==> src/common/bfq_pkg.sv <==
// ----------------------------------------
// BF16 block quantizer shared definitions
// Vector types, the per-block info struct
// and the BF16 field helpers
// ----------------------------------------
package bfq_pkg;

        // ----------------------------------------
        // Vector types
        // ----------------------------------------

        // Sign, 8-bit biased exponent, 7-bit mantissa
        typedef logic [15:0] bf16_t;

        // Biased exponent field alone
        typedef logic [7:0] bf16_exp_t;

        // Quantized element, two's complement
        typedef logic signed [7:0] q_elem_t;

        // Side info that travels with a block
        typedef struct packed {
                bf16_exp_t shared_exp;
                logic      all_zero;
                logic      has_nan;
        } block_info_t;

        // ----------------------------------------
        // Field helpers
        // ----------------------------------------

        // All-ones exponent with non-zero mantissa
        function automatic logic bf16_is_nan(input bf16_t v);
                return (v[14:7] == 8'hff) && (v[6:0] != 7'h00);
        endfunction

        // Zero exponent, subnormals included
        function automatic logic bf16_is_zero(input bf16_t v);
                return v[14:7] == 8'h00;
        endfunction

        // Magnitude with sign dropped, orders like the real value
        function automatic logic [14:0] bf16_mag(input bf16_t v);
                return v[14:0];
        endfunction

endpackage : bfq_pkg

==> src/design/bf16_block_quantizer.sv <==
// ----------------------------------------
// BF16 block quantizer top
// Shared exponent stage followed by the
// INT8 quantization stage, 3 cycles in
// total, one block per cycle
// ----------------------------------------
`timescale 1ns/10ps

module bf16_block_quantizer
        import bfq_pkg::*;
#(
        parameter  int NUM_ELEMS = 8,
        localparam int IDX_W     = $clog2(NUM_ELEMS)
) (
        input  logic                    i_clk,
        input  logic                    i_arst_n,
        input  logic                    i_valid,
        input  bf16_t [NUM_ELEMS-1:0]   i_block,
        output logic                    o_valid,
        output q_elem_t [NUM_ELEMS-1:0] o_q_block,
        output block_info_t             o_info,
        output logic [IDX_W-1:0]        o_max_index
);

        // Between the stages, all registered
        logic                  exp_valid;
        bf16_t [NUM_ELEMS-1:0] exp_block;
        block_info_t           exp_info;
        logic [IDX_W-1:0]      exp_max_index;

        // Edges 1 and 2
        block_exponent_stage #(
                .NUM_ELEMS   (NUM_ELEMS)
        ) u_exp_stage (
                .i_clk       (i_clk),
                .i_arst_n    (i_arst_n),
                .i_valid     (i_valid),
                .i_block     (i_block),
                .o_valid     (exp_valid),
                .o_block     (exp_block),
                .o_info      (exp_info),
                .o_max_index (exp_max_index)
        );

        // Edge 3
        block_quant_stage #(
                .NUM_ELEMS   (NUM_ELEMS)
        ) u_quant_stage (
                .i_clk       (i_clk),
                .i_arst_n    (i_arst_n),
                .i_valid     (exp_valid),
                .i_block     (exp_block),
                .i_info      (exp_info),
                .i_max_index (exp_max_index),
                .o_valid     (o_valid),
                .o_q_block   (o_q_block),
                .o_info      (o_info),
                .o_max_index (o_max_index)
        );

endmodule : bf16_block_quantizer

==> src/design/bf16_max_tree/bf16_max_tree.sv <==
// ----------------------------------------
// BF16 max-magnitude reduction tree
// Pairwise compare over log2(N) levels
// where a NaN wins and ties go to the
// lower index, plus all-zero detection
// ----------------------------------------
`timescale 1ns/10ps

module bf16_max_tree
        import bfq_pkg::*;
#(
        parameter  int NUM_ELEMS = 8,
        localparam int IDX_W     = $clog2(NUM_ELEMS)
) (
        input  bf16_t [NUM_ELEMS-1:0] i_values,
        output bf16_t                 o_max,
        output logic [IDX_W-1:0]      o_max_index,
        output logic                  o_all_zero
);

        // One level per index bit
        localparam int NUM_LEVELS = IDX_W;

        // Leaves plus internal nodes with the root last
        localparam int NUM_NODES = 2*NUM_ELEMS - 1;

        // Flat node storage
        // Level lv starts at 2N - (2N >> lv)
        bf16_t                node_val [NUM_NODES];
        logic [IDX_W-1:0]     node_idx [NUM_NODES];
        logic [NUM_ELEMS-1:0] elem_zero;

        // Winner dominates the whole block
        logic                 max_is_bound;

        // ----------------------------------------
        // Leaves
        // ----------------------------------------
        for (genvar i = 0; i < NUM_ELEMS; i++) begin : gen_leaf
                assign node_val[i]  = i_values[i];
                assign node_idx[i]  = IDX_W'(i);
                // Subnormals count as zero here
                assign elem_zero[i] = bf16_is_zero(i_values[i]);
        end

        assign o_all_zero = &elem_zero;

        // ----------------------------------------
        // Compare levels
        // ----------------------------------------
        for (genvar lv = 1; lv <= NUM_LEVELS; lv++) begin : gen_level
                // First node of the level below
                localparam int SRC = 2*NUM_ELEMS - ((2*NUM_ELEMS) >> (lv - 1));
                // First node of this level
                localparam int DST = 2*NUM_ELEMS - ((2*NUM_ELEMS) >> lv);

                for (genvar n = 0; n < (NUM_ELEMS >> lv); n++) begin : gen_node
                        bf16_t left_val;
                        bf16_t right_val;
                        logic  left_wins;

                        // Left child always holds the lower indices
                        assign left_val  = node_val[SRC + 2*n];
                        assign right_val = node_val[SRC + 2*n + 1];

                        // NaN first then magnitude, and >= keeps the low index on a tie
                        assign left_wins = bf16_is_nan(left_val) |
                                           (~bf16_is_nan(right_val) &
                                            (bf16_mag(left_val) >= bf16_mag(right_val)));

                        assign node_val[DST + n] = left_wins ? left_val : right_val;
                        assign node_idx[DST + n] = left_wins ? node_idx[SRC + 2*n]
                                                             : node_idx[SRC + 2*n + 1];
                end
        end

        // Root
        assign o_max       = node_val[NUM_NODES-1];
        assign o_max_index = node_idx[NUM_NODES-1];

        // ----------------------------------------
        // Checks
        // ----------------------------------------

        // No element beats the winner and no lower index ties it
        always_comb begin
                max_is_bound = 1'b1;
                for (int i = 0; i < NUM_ELEMS; i++) begin
                        if (bf16_is_nan(o_max)) begin
                                // An earlier NaN would have won
                                if ((i < int'(o_max_index)) && bf16_is_nan(i_values[i]))
                                        max_is_bound = 1'b0;
                        end else if (bf16_is_nan(i_values[i]) ||
                                     (bf16_mag(i_values[i]) > bf16_mag(o_max)) ||
                                     ((i < int'(o_max_index)) &&
                                      (bf16_mag(i_values[i]) == bf16_mag(o_max)))) begin
                                max_is_bound = 1'b0;
                        end
                end
        end

        // Index in range, on the winner, and the winner is the true maximum
        always_comb begin
                assert final ($isunknown(i_values) ||
                              ((int'(o_max_index) < NUM_ELEMS) &&
                               (i_values[o_max_index] == o_max) &&
                               max_is_bound))
                else $error("max index %0d is not the largest element", o_max_index);
        end

endmodule : bf16_max_tree

==> src/design/block_exponent_stage.sv <==
// ----------------------------------------
// Shared exponent stage
// Captures the block, reduces it through
// the max tree and registers the shared
// exponent, flags, index and the block
// ----------------------------------------
`timescale 1ns/10ps

module block_exponent_stage
        import bfq_pkg::*;
#(
        parameter  int NUM_ELEMS = 8,
        localparam int IDX_W     = $clog2(NUM_ELEMS)
) (
        input  logic                  i_clk,
        input  logic                  i_arst_n,
        input  logic                  i_valid,
        input  bf16_t [NUM_ELEMS-1:0] i_block,
        output logic                  o_valid,
        output bf16_t [NUM_ELEMS-1:0] o_block,
        output block_info_t           o_info,
        output logic [IDX_W-1:0]      o_max_index
);

        // Captured input
        logic                  cap_valid;
        bf16_t [NUM_ELEMS-1:0] cap_block;

        // Tree result
        bf16_t                 tree_max;
        logic [IDX_W-1:0]      tree_index;
        logic                  tree_all_zero;
        block_info_t           tree_info;

        // ----------------------------------------
        // Edge 1, input capture
        // ----------------------------------------
        always_ff @(posedge i_clk or negedge i_arst_n) begin
                if (!i_arst_n) begin
                        cap_valid <= 1'b0;
                end else begin
                        cap_valid <= i_valid;
                end
        end

        // Payload only moves with a strobe
        always_ff @(posedge i_clk) begin
                if (i_valid) begin
                        cap_block <= i_block;
                end
        end

        // ----------------------------------------
        // Max reduction
        // ----------------------------------------
        bf16_max_tree #(
                .NUM_ELEMS   (NUM_ELEMS)
        ) u_max_tree (
                .i_values    (cap_block),
                .o_max       (tree_max),
                .o_max_index (tree_index),
                .o_all_zero  (tree_all_zero)
        );

        // Winner exponent becomes the block exponent
        // Infinity lands here as 255 with no NaN flag
        always_comb begin
                tree_info.shared_exp = tree_max[14:7];
                tree_info.all_zero   = tree_all_zero;
                // NaN anywhere always wins the tree
                tree_info.has_nan    = bf16_is_nan(tree_max);
        end

        // ----------------------------------------
        // Edge 2, result registers
        // ----------------------------------------
        always_ff @(posedge i_clk or negedge i_arst_n) begin
                if (!i_arst_n) begin
                        o_valid <= 1'b0;
                end else begin
                        o_valid <= cap_valid;
                end
        end

        always_ff @(posedge i_clk) begin
                if (cap_valid) begin
                        o_block     <= cap_block;
                        o_info      <= tree_info;
                        o_max_index <= tree_index;
                end
        end

        // All-zero block must come out with exponent 0
        a_zero_exp: assert property (@(posedge i_clk) disable iff (!i_arst_n)
                o_valid && o_info.all_zero |-> o_info.shared_exp == 8'h00)
        else $error("all_zero set with shared exponent %0d", o_info.shared_exp);

endmodule : block_exponent_stage

==> src/design/block_quant/block_quant_stage.sv <==
// ----------------------------------------
// Block quantization stage
// One element quantizer per lane, then a
// single register stage for the INT8
// block, its info and the max index
// ----------------------------------------
`timescale 1ns/10ps

module block_quant_stage
        import bfq_pkg::*;
#(
        parameter  int NUM_ELEMS = 8,
        localparam int IDX_W     = $clog2(NUM_ELEMS)
) (
        input  logic                    i_clk,
        input  logic                    i_arst_n,
        input  logic                    i_valid,
        input  bf16_t [NUM_ELEMS-1:0]   i_block,
        input  block_info_t             i_info,
        input  logic [IDX_W-1:0]        i_max_index,
        output logic                    o_valid,
        output q_elem_t [NUM_ELEMS-1:0] o_q_block,
        output block_info_t             o_info,
        output logic [IDX_W-1:0]        o_max_index
);

        q_elem_t [NUM_ELEMS-1:0] q_lane;

        // Per-lane check, element not above block exponent
        logic [NUM_ELEMS-1:0]    exp_in_range;

        // ----------------------------------------
        // Lanes
        // ----------------------------------------
        for (genvar k = 0; k < NUM_ELEMS; k++) begin : gen_lane
                element_quantizer u_quant (
                        .i_elem       (i_block[k]),
                        .i_shared_exp (i_info.shared_exp),
                        .o_q          (q_lane[k])
                );

                assign exp_in_range[k] = i_block[k][14:7] <= i_info.shared_exp;
        end

        // ----------------------------------------
        // Edge 3, output registers
        // ----------------------------------------
        always_ff @(posedge i_clk or negedge i_arst_n) begin
                if (!i_arst_n) begin
                        o_valid <= 1'b0;
                end else begin
                        o_valid <= i_valid;
                end
        end

        always_ff @(posedge i_clk) begin
                if (i_valid) begin
                        // NaN poisons the whole block to zero
                        o_q_block   <= i_info.has_nan ? '0 : q_lane;
                        o_info      <= i_info;
                        o_max_index <= i_max_index;
                end
        end

        // Tree max must bound every lane of a clean block
        a_exp_bound: assert property (@(posedge i_clk) disable iff (!i_arst_n)
                i_valid && !i_info.has_nan |-> &exp_in_range)
        else $error("element exponent above shared exponent %0d", i_info.shared_exp);

endmodule : block_quant_stage

==> src/design/block_quant/element_quantizer.sv <==
// ----------------------------------------
// BF16 to INT8 element quantizer
// Aligns one element to the shared
// exponent by right shift, truncates,
// then applies the sign
// ----------------------------------------
`timescale 1ns/10ps

module element_quantizer
        import bfq_pkg::*;
(
        input  bf16_t     i_elem,
        input  bf16_exp_t i_shared_exp,
        output q_elem_t   o_q
);

        bf16_exp_t  elem_exp;
        bf16_exp_t  shift;
        logic [6:0] mag;
        logic [6:0] mag_aligned;
        q_elem_t    mag_signed;

        assign elem_exp = i_elem[14:7];

        // Distance below the block exponent
        // Wraps large if the element sits above it, which then flushes to 0
        assign shift = i_shared_exp - elem_exp;

        // Hidden one plus top six mantissa bits
        // Lowest mantissa bit is dropped
        assign mag = {1'b1, i_elem[6:1]};

        // ----------------------------------------
        // Alignment
        // ----------------------------------------
        always_comb begin
                if (bf16_is_zero(i_elem)) begin
                        // Zero and subnormal
                        mag_aligned = '0;
                end else if (shift >= 8'd7) begin
                        // Shifted fully out
                        mag_aligned = '0;
                end else begin
                        // Truncating shift
                        mag_aligned = mag >> shift[2:0];
                end
        end

        // At most 127, so the negation always fits
        assign mag_signed = q_elem_t'({1'b0, mag_aligned});

        // Sign
        assign o_q = i_elem[15] ? -mag_signed : mag_signed;

endmodule : element_quantizer

==> config.mk <==
export PLATFORM = sky130hd
export DESIGN_NAME = bf16_block_quantizer
export DESIGN_NICKNAME = d
export VERILOG_FILES = /design/src/common/bfq_pkg.sv /design/src/design/bf16_block_quantizer.sv /design/src/design/bf16_max_tree/bf16_max_tree.sv /design/src/design/block_exponent_stage.sv /design/src/design/block_quant/block_quant_stage.sv /design/src/design/block_quant/element_quantizer.sv
export SDC_FILE = /design/constraint.sdc
export NUM_CORES = 1
export LEC_CHECK = 0
export ABC_AREA = 1
export BUFFER_PORTS_ARGS = -buffer_cell sky130_fd_sc_hd__clkbuf_2
export CORE_UTILIZATION = 45
export CTS_CLUSTER_DIAMETER = 150
export DETAILED_ROUTE_END_ITERATION = 12
export HOLD_SLACK_MARGIN = 0.02
export PLACE_DENSITY = 0.63
export SLEW_MARGIN = 25
export SYNTH_ARGS = -nofsm -noshare
export SYNTH_HDL_FRONTEND = slang
export SYNTH_HIERARCHICAL = 1
export SYNTH_SLANG_ARGS = --single-unit
==> constraint.sdc <==
create_clock -name i_clk -period 6.5 [get_ports i_clk]
set_input_delay 0.65 -clock i_clk [delete_from_list [all_inputs] [get_ports i_clk]]
set_output_delay 0.65 -clock i_clk [all_outputs]
set_load 0.005 [all_outputs]
==> results.md <==
Routing:
- The count of unresolved DRC violations after routing is 0.
- The detailed router's first-iteration violation count is 1373.
- The total wire length is 62500 um.
- In the routed layout, each cell is associated on average with a via count of 5.12.
- The first TritonRoute pass finished after 6 iterations.
- The count of nets left with antenna violations once routing finished came out at 0.
- Dividing the detail-routed wire length by the instance count gives 16.0 um.
- The number of vias after detailed routing is 20000.

Final layout:
- The area growth from synthesis to layout is 13.7%.
- The net total in the final layout is 3495.
- The number of diodes is 0.
- The fraction of final layout cells sized beyond drive strength 1 is 15.5%.
- After filler insertion, the fill cell instance count of the layout stands at 4976.

Place:
- The half-perimeter wire length after detailed placement is 48600 um.
- The final estimated routing congestion in global placement is 0.956.
- In this run the tool buffered the top-level ports with 208 buffer cells.

Power and ir drop:
- Per report_power, the sequential group accounts for 26.5% of the total.
- Per report_power, the combinational group accounts for 53.4% of the total.
- In this run switching power makes up 46.1% of total power.
- Summed over all nets, the switching power comes to 5370 uW.
- The worst-case IR drop observed on VDD is 0.192 mV.
- The cell internal power dissipation is 6290 uW.
- Summed over all cells, the static leakage comes to 0.0135 uW.
- The design draws 11700 uW.
- In this run the power density over the cells is 430 nW/um2.
- The clock power share is 20.1%.

GRT:
- In the global route stage, overall resource usage came out at 23.0%.
- The initial antenna violation count was 1.
- Entering global routing, the biggest net connects 72 pins.
- The via count of the first global-routing pass was 18500.
- The global-route wire length before repair is 97000 um.
- After global routing the overflow that remains totals 0.

Floorplanning:
- The floorplan die height is 232 um.
- The die footprint is 53900 um2.
- The width of the chip is 232 um.
- The count of standard-cell rows is 84.
- After floorplanning, the core was sized to cover 52400 um2.
- The number of ports placed on the die boundary is 209.
- The initial core utilization is 45.5%.

STA:
- The top achievable clock speed is 0.166 GHz.
- The worst slew slack as a fraction of its limit is 31.4%.
- The number of setup violations in the final report is 0.
- The clock skew after layout is 0.0157 ns.
- Subtracting the final worst setup slack from the clock period gives 6.02 ns.
- The worst hold slack is 0.255 ns.
- The setup total negative slack is 0 ns.
- The slew at the pin closest to its max-slew limit is 1.02 ns.
- The final critical path takes up 92.6% of the cycle.
- The count of final max-slew check failures was 0.
- The final count of hold timing violations is 0.

Synth:
- The post-synthesis instance area is 23900 um2.
- The number of nets in the synthesized netlist is 3260.
- The average footprint of a synthesized cell is 8.09 um2.
- The count of synthesis-stage warnings from yosys is 6.
- Synthesis handed over a netlist of 2947 instances.

Worst setup path:
- Data on the critical path arrives at its endpoint at 6.35 ns.
- The required time of the critical path is 6.83 ns.
- The worst setup path is launched from a flip-flop.
- The slowest stage cell on the critical path is o21ai_0.
- For this run, the slowest stage of the critical path takes 0.54 ns.
- The start-to-end type of the worst setup path is flip-flop to flip-flop.
- Counting cells, the worst reg-to-reg path comes to 40.
- The most used cell along the critical path is nand2_1.
- The endpoint class of the critical path is a flip-flop.
- The startpoint identified for the worst register-to-register timing path is u_exp_stage/cap_block[77].
- The endpoint identified for the worst register-to-register timing path is u_exp_stage/o_info[0].
- The highest fanout seen on the critical path is 30.
- In this run the register-to-register setup slack is 0.48 ns.

Job:
- The max capacitance violation total is 0.

Outcome:
- The flow ran to the end, and the final reports show no timing, DRC or antenna violations.

Clock tree:
- The tree is rooted in a clkbuf_16.
- In this run the deepest clock path goes through 3 buffers.
- The later pin in the worst-skew pair is clocked with a latency of 0.57 ns.
- The H-tree was split into 2 levels.
- TritonCTS built the clock tree.
- The number of buffers added by the clock tree synthesis step is 40.
- The clock-pin slew of the registers on the worst-case setup and hold paths is 0.07 ns.
- The CTS sink count is 341.

Hold path:
- The path type of the worst min-delay path is primary input to flip-flop.
- In this run the most critical hold path is launched from i_block[119].
- The capture endpoint of the worst hold path is u_exp_stage/cap_block[119].
- The number of stages on the worst hold path is 1.
-- worst max-delay path, delay by kind of cell, from the launching register on --
kind                     cells  cell delay (ns)
AO/OA/AOI/OAI                8             1.49
AND/OR/NAND/NOR             25             2.24
buffers and inverters        4             0.56
adder cells (fa/ha/maj)      3             0.95
flip-flops                   1             0.52
-- repair_timing --
item                                   4_1_cts  5_1_grt
setup buffers                                0        2
setup endpoints to repair                    0       12
gates resized for setup                      0       31
hold buffers                                 1        0
endpoints found under the hold margin        3        0
-- state kept, by name, indices dropped and copies added, names as in the netlist --
register	flops
u_exp_stage/cap_block	128
u_quant_stage/o_info	10
u_exp_stage/o_block	120
u_exp_stage/o_valid	1
u_quant_stage/o_q_block	64
u_exp_stage/cap_valid	1
u_exp_stage/o_max_index	3
u_quant_stage/o_max_index	3
u_exp_stage/o_info	10
u_quant_stage/o_valid	1
-- metal layers --
metal | part of all wire (%) | routed length (um) | track usage, %
met2 | 46 | 28900 | 37.2
met3 | 5.6 | 3530 | 3.34
met4 | 1.9 | 1170 | 5.51
met1 | 46 | 28900 | 32.2
met5 | 0 | 0 | 0
-- layout by cell type, fill, tap and decap left out, types with 4 or more instances in the layout --
master      instances
a31oi_1             9
clkinv_1            4
o21a_1              8
xnor2_1            12
clkinv_2            6
or2_1              12
nand3_2             9
bufinv_16           6
fa_1                8
nand4_1            61
nor4_2              6
a21oi_2            18
o211ai_1           15
xor2_1             12
nand2_2            71
o21ai_2            25
nor3_1             13
clkbuf_1            7
clkbuf_16          41
nand2_4            18
buf_4              34
inv_1             552
edfxtp_1          338
nand2_1           748
ha_1              174
o21ai_1            23
nand2_8             6
nor2_8              8
clkinvlp_4          6
clkbuf_2          207
inv_2              17
o21ai_0           102
nor4_1             24
nand3_1           193
a21oi_1            86
nand3b_1           21
o221ai_1            4
nor2_1            281
-- how the worst max path moves through the flow --
stage,start,end,cells after the start
2_1_floorplan,u_exp_stage/cap_block[40],u_exp_stage/o_info[0],43
3_3_place_gp,u_exp_stage/cap_block[125],u_exp_stage/o_info[0],39
3_5_place_dp,u_exp_stage/cap_block[125],u_exp_stage/o_info[0],39
4_1_cts,u_exp_stage/cap_block[125],u_exp_stage/o_info[0],39
5_1_grt,u_exp_stage/cap_block[24],u_exp_stage/o_info[0],44
6_report,u_exp_stage/cap_block[77],u_exp_stage/o_info[0],40
-- final cells by class --
class / instances / area, um2 / share of cell area (%)
Timing Repair Buffer: 242 / 1300 / 4.80
Multi-Input combinational cell: 1987 / 11200 / 41.4
Clock buffer: 49 / 1070 / 3.93
Inverter: 570 / 2140 / 7.89
Tap cell: 688 / 861 / 3.17
Clock inverter: 25 / 302 / 1.11
Sequential cell: 341 / 10200 / 37.7
-- power groups by stage --
stage	Clock [uW]	Combinational (uW)	Sequential, uW
after floorplan	0	4920	2970
final	2340	6230	3090
after global routing	2470	7090	3120
after CTS	2400	6160	3100
after global placement	0	6030	3140
after detailed placement	0	6130	3150
-- stage by stage --
| step | std cells | util, % | setup slack [ns] | cell area (um2) |
|---|---|---|---|---|
| after floorplan | 2947 | - | 1.17 | 23900 |
| after global placement | 3824 | 48.8 | 0.0666 | 25600 |
| after detailed placement | 3824 | 48.8 | 0.0811 | 25600 |
| after CTS | 3899 | 51.5 | 0.0390 | 27000 |
| after global routing | 3902 | 51.7 | -0.0590 | 27100 |
| final | 3902 | 51.7 | 0.482 | 27100 |
Note: power is estimated with default switching activity, not from simulation.
